<file path="config.mk">
export PLATFORM = sky130hd
export DESIGN_NAME = letc_core_top
export DESIGN_NICKNAME = d
export VERILOG_FILES = /design/src/common/letc_core_pkg.sv /design/src/rtl/letc_core_rf.sv /design/src/rtl/letc_core_stage_d.sv /design/src/rtl/letc_core_stage_e.sv /design/src/rtl/letc_core_stage_f.sv /design/src/rtl/letc_core_stage_w.sv /design/src/rtl/letc_core_tghm.sv /design/src/rtl/letc_core_top.sv
export VERILOG_INCLUDE_DIRS = /design/src /design/src/common
export SDC_FILE = /design/constraint.sdc
export NUM_CORES = 2
export LEC_CHECK = 0
export BUFFER_PORTS_ARGS = -buffer_cell sky130_fd_sc_hd__buf_2
export CORE_ASPECT_RATIO = 1.4
export CORE_MARGIN = 2
export CORE_UTILIZATION = 64
export DETAILED_ROUTE_END_ITERATION = 7
export PLACE_DENSITY = 0.82
export SKIP_LAST_GASP = 1
export SLEW_MARGIN = 10
export SYNTH_ARGS = -nofsm -noshare
export SYNTH_HDL_FRONTEND = slang
export SYNTH_SLANG_ARGS = --single-unit
</file>
<file path="constraint.sdc">
create_clock -name i_clk -period 17.21 [get_ports i_clk]
set_clock_uncertainty 0.15 [all_clocks]
set_input_delay 2.5815 -clock i_clk [delete_from_list [all_inputs] [get_ports i_clk]]
set_output_delay 2.5815 -clock i_clk [all_outputs]
set_load 0.01 [all_outputs]
</file>
<file path="src/common/letc_core_macros.svh">
/*
 * Core-wide constants. The register count must stay a power of two
 * because the register index width is derived from it.
*/

`ifndef LETC_CORE_MACROS_SVH
`define LETC_CORE_MACROS_SVH

//PC loaded on reset, first fetch address
`define LETC_RESET_PC 32'h0000_0000

//Architectural integer registers, x0 included
`define LETC_NUM_REGS 32

//Fixed 32-bit encodings only, no compressed instructions
`define LETC_INST_WIDTH 32

`endif

</file>
<file path="src/common/letc_core_pkg.sv">
/*
 * Shared types of the core. Only the RV32I subset the core executes
 * has opcodes here; anything else decodes as a no-op.
*/

`default_nettype none

`include "letc_core_macros.svh"

package letc_core_pkg;

typedef logic [31:0] word_t;
typedef logic [$clog2(`LETC_NUM_REGS)-1:0] reg_idx_t;

typedef enum logic [6:0] {
    OPCODE_OP     = 7'b0110011,
    OPCODE_OP_IMM = 7'b0010011,
    OPCODE_LUI    = 7'b0110111,
    OPCODE_LOAD   = 7'b0000011,
    OPCODE_STORE  = 7'b0100011,
    OPCODE_BRANCH = 7'b1100011
} opcode_e;

typedef enum logic [2:0] {
    ALU_ADD,
    ALU_SUB,
    ALU_AND,
    ALU_OR,
    ALU_XOR,
    ALU_PASS_B
} alu_op_e;

//One instruction word, read through whichever format view decode needs
typedef union packed {
    logic [`LETC_INST_WIDTH-1:0] raw;
    struct packed {
        logic [6:0] funct7;
        reg_idx_t   rs2;
        reg_idx_t   rs1;
        logic [2:0] funct3;
        reg_idx_t   rd;
        opcode_e    opcode;
    } r;
    struct packed {
        logic [11:0] imm12;
        reg_idx_t    rs1;
        logic [2:0]  funct3;
        reg_idx_t    rd;
        opcode_e     opcode;
    } i;
    struct packed {
        logic [6:0] imm_11_5;
        reg_idx_t   rs2;
        reg_idx_t   rs1;
        logic [2:0] funct3;
        logic [4:0] imm_4_0;
        opcode_e    opcode;
    } s;
    struct packed {
        logic       imm_12;
        logic [5:0] imm_10_5;
        reg_idx_t   rs2;
        reg_idx_t   rs1;
        logic [2:0] funct3;
        logic [3:0] imm_4_1;
        logic       imm_11;
        opcode_e    opcode;
    } b;
    struct packed {
        logic [19:0] imm_31_12;
        reg_idx_t    rd;
        opcode_e     opcode;
    } u;
} inst_u;

typedef struct packed {
    logic  valid;
    word_t pc;
    inst_u inst;
} f_to_d_s;

typedef struct packed {
    logic     valid;
    word_t    pc;
    word_t    rs1_rdata;
    word_t    rs2_rdata;
    word_t    imm;
    reg_idx_t rd;
    logic     wen;
    alu_op_e  alu_op;
    //Operand B is the immediate instead of rs2
    logic     use_imm;
    logic     is_load;
    logic     is_store;
    logic     is_branch;
    logic     branch_ne;
} d_to_e_s;

typedef struct packed {
    logic     valid;
    reg_idx_t rd;
    logic     wen;
    word_t    alu_result;
    logic     is_load;
    word_t    load_data;
} e_to_w_s;

typedef struct packed {
    logic  wen;
    word_t addr;
    word_t wdata;
} dmem_req_s;

endpackage : letc_core_pkg

`default_nettype wire

</file>
<file path="src/rtl/letc_core_rf.sv">
/*
 * Register file with two combinational read ports and one write port.
 * A read of the register written this cycle sees the new value.
*/

`default_nettype none

`include "letc_core_macros.svh"

module letc_core_rf
    import letc_core_pkg::*;
(
    input  logic     i_clk,
    input  logic     i_reset,

    //rd write port
    input  reg_idx_t i_rd_idx,
    input  word_t    i_rd_wdata,
    input  logic     i_rd_wen,

    //rs1 read port
    input  reg_idx_t i_rs1_idx,
    output word_t    o_rs1_rdata,

    //rs2 read port
    input  reg_idx_t i_rs2_idx,
    output word_t    o_rs2_rdata
);

word_t regs [`LETC_NUM_REGS];

always_ff @(posedge i_clk) begin
    if (i_reset) begin
        for (int i = 0; i < `LETC_NUM_REGS; i++) begin
            regs[i] <= '0;
        end
    end else if (i_rd_wen && (i_rd_idx != '0)) begin
        regs[i_rd_idx] <= i_rd_wdata;
    end
end

//x0 first, then write-through, then the array
always_comb begin
    if (i_rs1_idx == '0) begin
        o_rs1_rdata = '0;
    end else if (i_rd_wen && (i_rd_idx == i_rs1_idx)) begin
        o_rs1_rdata = i_rd_wdata;
    end else begin
        o_rs1_rdata = regs[i_rs1_idx];
    end

    if (i_rs2_idx == '0) begin
        o_rs2_rdata = '0;
    end else if (i_rd_wen && (i_rd_idx == i_rs2_idx)) begin
        o_rs2_rdata = i_rd_wdata;
    end else begin
        o_rs2_rdata = regs[i_rs2_idx];
    end
end

endmodule : letc_core_rf

`default_nettype wire

</file>
<file path="src/rtl/letc_core_stage_d.sv">
/*
 * Decode stage. Without forwarding it holds any instruction whose source
 * is written by the instruction in E; a writer in W is covered by the
 * register file write-through. Unsupported encodings pass on as no-ops.
*/

`default_nettype none

module letc_core_stage_d
    import letc_core_pkg::*;
(
    input  logic     i_clk,
    input  logic     i_reset,

    //Hazard signals
    input  logic     i_stage_stall,
    input  logic     i_stage_flush,
    output logic     o_stage_ready,

    //From F
    input  f_to_d_s  i_f_to_d,

    //Destination of the instruction in E
    input  reg_idx_t i_e_rd,
    input  logic     i_e_wen,

    //Register file read ports
    output reg_idx_t o_rs1_idx,
    input  word_t    i_rs1_rdata,
    output reg_idx_t o_rs2_idx,
    input  word_t    i_rs2_rdata,

    //To E
    output d_to_e_s  o_d_to_e
);

inst_u   inst;
word_t   imm_i;
word_t   imm_s;
word_t   imm_b;
word_t   imm_u;
logic    uses_rs1;
logic    uses_rs2;
d_to_e_s d_to_e_next;

assign inst = i_f_to_d.inst;

//rs1 and rs2 sit at the same bits in every format that has them
assign o_rs1_idx = inst.r.rs1;
assign o_rs2_idx = inst.r.rs2;

//Sign-extended immediates
assign imm_i = {{20{inst.i.imm12[11]}}, inst.i.imm12};
assign imm_s = {{20{inst.s.imm_11_5[6]}}, inst.s.imm_11_5, inst.s.imm_4_0};
assign imm_b = {{19{inst.b.imm_12}}, inst.b.imm_12, inst.b.imm_11,
                inst.b.imm_10_5, inst.b.imm_4_1, 1'b0};
assign imm_u = {inst.u.imm_31_12, 12'h000};

always_comb begin
    d_to_e_next           = '0;
    d_to_e_next.pc        = i_f_to_d.pc;
    d_to_e_next.rs1_rdata = i_rs1_rdata;
    d_to_e_next.rs2_rdata = i_rs2_rdata;
    d_to_e_next.rd        = inst.r.rd;
    d_to_e_next.alu_op    = ALU_ADD;
    uses_rs1              = 1'b0;
    uses_rs2              = 1'b0;

    unique case (inst.r.opcode)
        OPCODE_OP: begin
            uses_rs1 = 1'b1;
            uses_rs2 = 1'b1;
            d_to_e_next.wen = 1'b1;
            //funct7 only selects SUB; other funct7 values are no-ops
            case ({inst.r.funct7, inst.r.funct3})
                10'b0000000_000: d_to_e_next.alu_op = ALU_ADD;
                10'b0100000_000: d_to_e_next.alu_op = ALU_SUB;
                10'b0000000_100: d_to_e_next.alu_op = ALU_XOR;
                10'b0000000_110: d_to_e_next.alu_op = ALU_OR;
                10'b0000000_111: d_to_e_next.alu_op = ALU_AND;
                default:         d_to_e_next.wen    = 1'b0;
            endcase
        end
        OPCODE_OP_IMM: begin
            //ADDI only
            uses_rs1             = 1'b1;
            d_to_e_next.imm      = imm_i;
            d_to_e_next.use_imm  = 1'b1;
            d_to_e_next.wen      = (inst.i.funct3 == 3'b000);
        end
        OPCODE_LUI: begin
            d_to_e_next.imm      = imm_u;
            d_to_e_next.use_imm  = 1'b1;
            d_to_e_next.alu_op   = ALU_PASS_B;
            d_to_e_next.wen      = 1'b1;
        end
        OPCODE_LOAD: begin
            //LW only
            uses_rs1             = 1'b1;
            d_to_e_next.imm      = imm_i;
            d_to_e_next.is_load  = (inst.i.funct3 == 3'b010);
            d_to_e_next.wen      = (inst.i.funct3 == 3'b010);
        end
        OPCODE_STORE: begin
            //SW only
            uses_rs1             = 1'b1;
            uses_rs2             = 1'b1;
            d_to_e_next.imm      = imm_s;
            d_to_e_next.is_store = (inst.s.funct3 == 3'b010);
        end
        OPCODE_BRANCH: begin
            //BEQ and BNE
            uses_rs1              = 1'b1;
            uses_rs2              = 1'b1;
            d_to_e_next.imm       = imm_b;
            d_to_e_next.is_branch = (inst.b.funct3[2:1] == 2'b00);
            d_to_e_next.branch_ne = inst.b.funct3[0];
        end
        default: begin
            //Anything else retires doing nothing
        end
    endcase

    //Bubble into E on stall, drop the instruction on flush
    d_to_e_next.valid = i_f_to_d.valid && !i_stage_stall && !i_stage_flush;
end

//RAW against the writer in E; i_e_wen already excludes x0
assign o_stage_ready = !(i_f_to_d.valid && i_e_wen &&
                         ((uses_rs1 && (o_rs1_idx == i_e_rd)) ||
                          (uses_rs2 && (o_rs2_idx == i_e_rd))));

always_ff @(posedge i_clk) begin
    if (i_reset) begin
        o_d_to_e.valid <= 1'b0;
    end else begin
        o_d_to_e <= d_to_e_next;
    end
end

endmodule : letc_core_stage_d

`default_nettype wire

</file>
<file path="src/rtl/letc_core_stage_e.sv">
/*
 * Execute stage: ALU, branch resolution and the data-memory access.
 * The data memory must answer loads in the same cycle; a store is
 * committed on the edge that ends its cycle in E.
*/

`default_nettype none

module letc_core_stage_e
    import letc_core_pkg::*;
(
    input  logic      i_clk,
    input  logic      i_reset,

    //Hazard signals
    input  logic      i_stage_flush,
    output logic      o_stage_ready,

    //From D
    input  d_to_e_s   i_d_to_e,

    //Destination seen by the D hazard check
    output reg_idx_t  o_e_rd,
    output logic      o_e_wen,

    //Branch redirect to F and tghm
    output logic      o_redirect,
    output word_t     o_redirect_pc,

    //Data memory
    output dmem_req_s o_dmem_req,
    input  word_t     i_dmem_rdata,

    //To W
    output e_to_w_s   o_e_to_w
);

word_t   alu_b;
word_t   alu_result;
word_t   mem_addr;
logic    operands_eq;
e_to_w_s e_to_w_next;

//Execute has no multi-cycle work
assign o_stage_ready = 1'b1;

assign alu_b = i_d_to_e.use_imm ? i_d_to_e.imm : i_d_to_e.rs2_rdata;

always_comb begin
    unique case (i_d_to_e.alu_op)
        ALU_ADD:    alu_result = i_d_to_e.rs1_rdata + alu_b;
        ALU_SUB:    alu_result = i_d_to_e.rs1_rdata - alu_b;
        ALU_AND:    alu_result = i_d_to_e.rs1_rdata & alu_b;
        ALU_OR:     alu_result = i_d_to_e.rs1_rdata | alu_b;
        ALU_XOR:    alu_result = i_d_to_e.rs1_rdata ^ alu_b;
        ALU_PASS_B: alu_result = alu_b;
        default:    alu_result = '0;
    endcase
end

//Branch compare, BNE inverts the sense
assign operands_eq   = (i_d_to_e.rs1_rdata == i_d_to_e.rs2_rdata);
assign o_redirect    = i_d_to_e.valid && i_d_to_e.is_branch &&
                       (operands_eq != i_d_to_e.branch_ne);
assign o_redirect_pc = i_d_to_e.pc + i_d_to_e.imm;

//Loads and stores share one address adder
assign mem_addr         = i_d_to_e.rs1_rdata + i_d_to_e.imm;
assign o_dmem_req.wen   = i_d_to_e.valid && i_d_to_e.is_store;
assign o_dmem_req.addr  = mem_addr;
assign o_dmem_req.wdata = i_d_to_e.rs2_rdata;

//Writes to x0 are never a hazard
assign o_e_rd  = i_d_to_e.rd;
assign o_e_wen = i_d_to_e.valid && i_d_to_e.wen && (i_d_to_e.rd != '0);

always_comb begin
    e_to_w_next.valid      = i_d_to_e.valid && !i_stage_flush;
    e_to_w_next.rd         = i_d_to_e.rd;
    e_to_w_next.wen        = i_d_to_e.wen;
    e_to_w_next.alu_result = alu_result;
    e_to_w_next.is_load    = i_d_to_e.is_load;
    e_to_w_next.load_data  = i_dmem_rdata;
end

always_ff @(posedge i_clk) begin
    if (i_reset) begin
        o_e_to_w.valid <= 1'b0;
    end else begin
        o_e_to_w <= e_to_w_next;
    end
end

endmodule : letc_core_stage_e

`default_nettype wire

</file>
<file path="src/rtl/letc_core_stage_f.sv">
/*
 * Fetch stage. The instruction memory must answer in the same cycle
 * the address is presented; there is no fetch back-pressure.
*/

`default_nettype none

`include "letc_core_macros.svh"

module letc_core_stage_f
    import letc_core_pkg::*;
(
    input  logic    i_clk,
    input  logic    i_reset,

    //Hazard signals
    input  logic    i_stage_stall,
    input  logic    i_stage_flush,
    output logic    o_stage_ready,

    //Branch redirect from E
    input  logic    i_redirect,
    input  word_t   i_redirect_pc,

    //Instruction memory
    output word_t   o_imem_addr,
    input  word_t   i_imem_rdata,

    //To D
    output f_to_d_s o_f_to_d
);

word_t pc;

//Fetch never waits on anything
assign o_stage_ready = 1'b1;
assign o_imem_addr   = pc;

always_ff @(posedge i_clk) begin
    if (i_reset) begin
        pc             <= `LETC_RESET_PC;
        o_f_to_d.valid <= 1'b0;
    end else begin
        //Redirect wins over both stall and sequential fetch
        if (i_redirect) begin
            pc <= i_redirect_pc;
        end else if (!i_stage_stall) begin
            pc <= pc + 32'd4;
        end

        //Flush drops the fetched word, stall keeps the old one
        if (i_stage_flush) begin
            o_f_to_d.valid <= 1'b0;
        end else if (!i_stage_stall) begin
            o_f_to_d.valid    <= 1'b1;
            o_f_to_d.pc       <= pc;
            o_f_to_d.inst.raw <= i_imem_rdata;
        end
    end
end

endmodule : letc_core_stage_f

`default_nettype wire

</file>
<file path="src/rtl/letc_core_stage_w.sv">
/*
 * Writeback stage. Purely combinational; the register file commits
 * the value on the edge that ends the cycle.
*/

`default_nettype none

module letc_core_stage_w
    import letc_core_pkg::*;
(
    input  logic     i_clk,
    input  logic     i_reset,

    //Hazard signals
    output logic     o_stage_ready,

    //From E
    input  e_to_w_s  i_e_to_w,

    //Register file write port
    output reg_idx_t o_rd_idx,
    output word_t    o_rd_wdata,
    output logic     o_rd_wen
);

//Writeback always completes in one cycle
assign o_stage_ready = 1'b1;

assign o_rd_idx = i_e_to_w.rd;

//Load data or ALU result
assign o_rd_wdata = i_e_to_w.is_load ? i_e_to_w.load_data : i_e_to_w.alu_result;

//Bubbles and x0 never write
assign o_rd_wen = i_e_to_w.valid && i_e_to_w.wen && (i_e_to_w.rd != '0);

endmodule : letc_core_stage_w

`default_nettype wire

</file>
<file path="src/rtl/letc_core_tghm.sv">
/*
 * Hazard unit. Stage order in all vectors is F, D, E, W from bit 0.
 * A not-ready stage stalls itself and everything before it; a taken
 * branch flushes F and D and overrides any stall.
*/

`default_nettype none

module letc_core_tghm (
    input  logic       i_clk,
    input  logic       i_reset,

    //Per-stage ready bits
    input  logic [3:0] i_stage_ready,

    //Taken branch from E
    input  logic       i_redirect,

    //Per-stage controls
    output logic [3:0] o_stage_stall,
    output logic [3:0] o_stage_flush
);

logic [3:0] stall_chain;

//Back-pressure runs from W towards F
always_comb begin
    stall_chain[3] = !i_stage_ready[3];
    for (int i = 2; i >= 0; i--) begin
        stall_chain[i] = stall_chain[i+1] || !i_stage_ready[i];
    end
end

//Only the two stages behind E hold wrong-path work
assign o_stage_flush = {2'b00, i_redirect, i_redirect};

//Flush has priority
assign o_stage_stall = stall_chain & ~o_stage_flush;

endmodule : letc_core_tghm

`default_nettype wire

</file>
<file path="src/rtl/letc_core_top.sv">
/*
 * Core top. Both memories are single-cycle combinational ports owned
 * by the environment; there is no bus interface.
*/

`default_nettype none

module letc_core_top
    import letc_core_pkg::*;
(
    input  logic      i_clk,
    input  logic      i_reset,

    //Instruction memory
    output word_t     o_imem_addr,
    input  word_t     i_imem_rdata,

    //Data memory
    output dmem_req_s o_dmem_req,
    input  word_t     i_dmem_rdata
);

//rd write port
reg_idx_t rd_idx;
word_t    rd_wdata;
logic     rd_wen;

//rs1 and rs2 read ports
reg_idx_t rs1_idx;
word_t    rs1_rdata;
reg_idx_t rs2_idx;
word_t    rs2_rdata;

//Inter-stage registers
f_to_d_s  f_to_d;
d_to_e_s  d_to_e;
e_to_w_s  e_to_w;

//Hazard signals, bit 0 is F
logic [3:0] stage_ready;
logic [3:0] stage_stall;
logic [3:0] stage_flush;

//E destination and branch redirect
reg_idx_t e_rd;
logic     e_wen;
logic     redirect;
word_t    redirect_pc;

letc_core_rf rf (
    .*,
    .i_rd_idx(rd_idx),
    .i_rd_wdata(rd_wdata),
    .i_rd_wen(rd_wen),
    .i_rs1_idx(rs1_idx),
    .o_rs1_rdata(rs1_rdata),
    .i_rs2_idx(rs2_idx),
    .o_rs2_rdata(rs2_rdata)
);

letc_core_stage_f stage_f (
    .*,
    .i_stage_stall(stage_stall[0]),
    .i_stage_flush(stage_flush[0]),
    .o_stage_ready(stage_ready[0]),
    .i_redirect(redirect),
    .i_redirect_pc(redirect_pc),
    .o_imem_addr(o_imem_addr),
    .i_imem_rdata(i_imem_rdata),
    .o_f_to_d(f_to_d)
);

letc_core_stage_d stage_d (
    .*,
    .i_stage_stall(stage_stall[1]),
    .i_stage_flush(stage_flush[1]),
    .o_stage_ready(stage_ready[1]),
    .i_f_to_d(f_to_d),
    .i_e_rd(e_rd),
    .i_e_wen(e_wen),
    .o_rs1_idx(rs1_idx),
    .i_rs1_rdata(rs1_rdata),
    .o_rs2_idx(rs2_idx),
    .i_rs2_rdata(rs2_rdata),
    .o_d_to_e(d_to_e)
);

//E has no stall input, it never holds
letc_core_stage_e stage_e (
    .*,
    .i_stage_flush(stage_flush[2]),
    .o_stage_ready(stage_ready[2]),
    .i_d_to_e(d_to_e),
    .o_e_rd(e_rd),
    .o_e_wen(e_wen),
    .o_redirect(redirect),
    .o_redirect_pc(redirect_pc),
    .o_dmem_req(o_dmem_req),
    .i_dmem_rdata(i_dmem_rdata),
    .o_e_to_w(e_to_w)
);

letc_core_stage_w stage_w (
    .*,
    .o_stage_ready(stage_ready[3]),
    .i_e_to_w(e_to_w),
    .o_rd_idx(rd_idx),
    .o_rd_wdata(rd_wdata),
    .o_rd_wen(rd_wen)
);

letc_core_tghm tghm (
    .*,
    .i_stage_ready(stage_ready),
    .i_redirect(redirect),
    .o_stage_stall(stage_stall),
    .o_stage_flush(stage_flush)
);

endmodule : letc_core_top

`default_nettype wire

</file>
==> impl_metrics.ini <==
[clock_network]
cts_hold_buffers = 0
clkLatencyLatePin_ns = 0.79
root_buffer = clkbuf_16
cts.clk_slew.worst_paths_ns = 0.07
h-tree-depth = 3
cts_buffers = 120
cts_setup_buffers = 0
cts_resized = 0
cts_tree = built
clockBufferDepth = 3
clock-sinks = 1336

[sta]
setup_tns_ns = 0
fmax_mhz = 138.4
setup_violations = 0
timing.final.crit_share_pct = 42.00
slew_headroom_pct = 11.08
worst_pin_slew_ns = 1.329
rsz0062_at_grt = false
fin_crit_ns = 7.228
slew_viol_final = 0
hold_viol_final = 0

[drt]
drt_iter0_markers = 9125
drc_errors = 1
drt-wirelength-per-cell_um = 36.61
detail-route-antenna-nets = 0
dr_total_vias = 51140
wirelength_um = 244000
firstDrtPassIters = 8
routed_via_density = 7.673

[floorplanning]
std_cell_rows = 145
coreArea_um2 = 111400
die_area_um2 = 114800
die_x_um = 287.0
io_pins = 163
die_h_um = 400.1
initial_core_util_pct = 64.40

[min_path]
hp-class = register to register
hold_start = stage_f.o_f_to_d[54]$_DFFE_PP_

[logic_synthesis]
synth-edff-count = 1301
synth_seq_cells = 1336
yosys_warnings = 0
synth_top_flop_cell = edfxtp_1
synth_top_area_cell = edfxtp_1
synth.top_cell.area_share_pct = 54.46
ys_seq_area_share_pct = 55.44
synth.distinct_cells = 93
synth.avg_cell_area_um2 = 14.00
syn_area_um2 = 71740
ys_top_cells_by_count = edfxtp_1 (1,301), nor2_1 (1,095), mux4_2 (640), clkbuf_1 (356), nand2_1 (202)
yosys-top-cells-area = edfxtp_1 (54%), mux4_2 (20%), nor2_1 (5.7%), ha_1 (2.8%), clkbuf_1 (1.9%)
netlist_instances = 5123
yosysMostFrequentCell = edfxtp_1
async_flop_share_pct = 0

[pwr]
p_int_mw = 5.871
max-vdd-ir-drop_mv = 0.08639
clock_power_share_pct = 36.4
switchingPower_mw = 2.250
p_per_area_nw_per_um2 = 103.7
p_leak_nw = 28.44
comb_power_share_pct = 15.9
p_seq_share_pct = 47.7
p_sw_share_pct = 27.70

[job]
maxCapViolations = 0

[cells_and_area]
fillers = 6880
syn2layout_area_growth_pct = 9.157
fin_nets = 5314
fin_cells = 6664
fin_util_pct = 70.30
layout-drive-gt1-share_pct = 24.04

[place]
gp_congestion = 1.094
dp_hpwl_um = 151200
portBuffers = 162
dp.cells = 6431

[status]
status = complete, but fails checks
violations = design-rule violations

[critical_path]
critPathKind = register to primary output
r2r-start = stage_f.o_f_to_d[15]$_DFFE_PP_
endpoint_kind = primary output
critPathLaunchType = register
critical_path_peak_fanout = 4
crit_start = stage_d.o_d_to_e[78]$_SDFFCE_PN0N_
worstPathArrival_ns = 4.50
cp.required_ns = 14.48

[global_routing]
grt_max_degree = 151
grt_overflow = 0
grt_pass1_wl_um = 348300
grt_pass1_vias = 50380
antenna_found_initial = 13
grt_usage_pct = 42.76
[state kept, by name (all words and copies together), names as in the netlist]
| register | count |
|---|---|
| rf.regs | 1024 |
| stage_e.o_e_to_w | 72 |
| stage_f.o_f_to_d | 65 |
| stage_f.o_imem_addr | 32 |
| stage_d.o_d_to_e | 143 |
[cell families (layout without fill, tap and decap cells)]
group,after synthesis,count (layout),synth area share (%)
and+or+nand+nor,1583,1583,9.359
DFF,1336,1336,55.44
muxes,717,717,21.36
buffers and inverters,567,604,3.249
AOI/OAI and AO/OA,563,563,5.362
xor gates and xnor gates,193,193,2.356
adders and majority gates,163,163,2.874
other,1,35,0.005227
[power groups by stage]
stage	Clock (mW)	Combinational, mW	Sequential (mW)
4_1_cts	2.93	1.23	3.86
3_5_place_dp	0	1.22	3.92
3_3_place_gp	0	1.20	3.91
6_report	2.96	1.29	3.87
2_1_floorplan	0	0.827	3.85
5_1_grt	3.04	1.33	3.87
[metal layers]
| layer | up-vias | track usage (%) | part of all wire, % |
|---|---|---|---|
| met5 | - | 0 | 0.052 |
| met1 | 24650 | 49.17 | 28 |
| met2 | 5518 | 67.51 | 46 |
| li1 | 19500 | - | - |
| met4 | 14 | 33.18 | 11 |
| met3 | 1451 | 12.75 | 15 |
[final timing paths]
check,end,slack (ns),cells past startpoint
worst max register to register,stage_d.o_d_to_e[88]$_SDFFCE_PN0N_,10.97,7
worst min-delay path,stage_d.o_d_to_e[132]$_DFFE_PN_,0.26,0
worst min register to register,stage_d.o_d_to_e[132]$_DFFE_PN_,0.26,0
worst max-delay path,o_dmem_req[62],9.98,13
[metrics by stage]
stage / power [mW] / worst slack (ns) / hold WS, ns / instance area (µm²)
after floorplan: 4.676 / 4.122 / 0.2503 / 71850
after global placement: 5.112 / 10.79 / 0.2511 / 73970
after detailed placement: 5.144 / 10.77 / 0.2545 / 73970
after CTS: 8.029 / 9.989 / 0.2660 / 78240
after global routing: 8.245 / 9.705 / 0.2753 / 78300
final: 8.121 / 9.982 / 0.2623 / 78310
[worst max-delay path, stage by stage, from the launching register on]
cell and delay, ns:
edfxtp_1 0.45, ha_1 0.27, inv_1 0.09, fa_1 0.21, nor2b_1 0.07, o31a_1 0.27
o221a_2 0.30, a21oi_1 0.36, o21ai_1 0.24, a221oi_1 0.51, o211a_1 0.26, or4b_1 0.43
o311ai_1 0.10, buf_2 0.19
[final cells by class]
type,instances,area [µm²],share of cell area (%)
Tap cell,1470,1839,2.349
Sequential cell,1336,39770,50.79
Timing Repair Buffer,276,1772,2.263
Multi-Input combinational cell,3251,30260,38.65
Clock inverter,92,1135,1.449
Clock buffer,136,3137,4.006
Antenna cell,3,7.507,0.009587
Inverter,100,382.9,0.4889
[cells in the final DEF (no fill, tap or decap), types with 14 or more instances in the layout]
cell       Yosys  final
edfxtp_1    1301   1301
ha_1         160    160
nor3_1        22     22
nor2_1      1095   1091
xnor2_1      108    108
mux2i_2       19     19
mux2i_1       51     19
o21ai_0       65     65
bufinv_16      0     23
clkbuf_16      0    123
nand2_1      202    171
nand4_1       19     19
nor2b_1       86     85
a211oi_1     148    148
and3_1        22     22
o22ai_1       31     31
buf_4         32    108
conb_1         1     32
inv_1         91     91
nand2_2        2     33
a21o_1        49     49
o21a_1        14     14
buf_2         32    161
a21oi_1      107    107
mux2i_4        5     37
o21ai_1       22     22
xor2_1        85     85
clkinv_2       0     24
clkinv_1       0     20
mux4_2       640    640
nand3_1       40     40
dfxtp_1       35     35
Note: power is estimated with default switching activity, not from simulation.
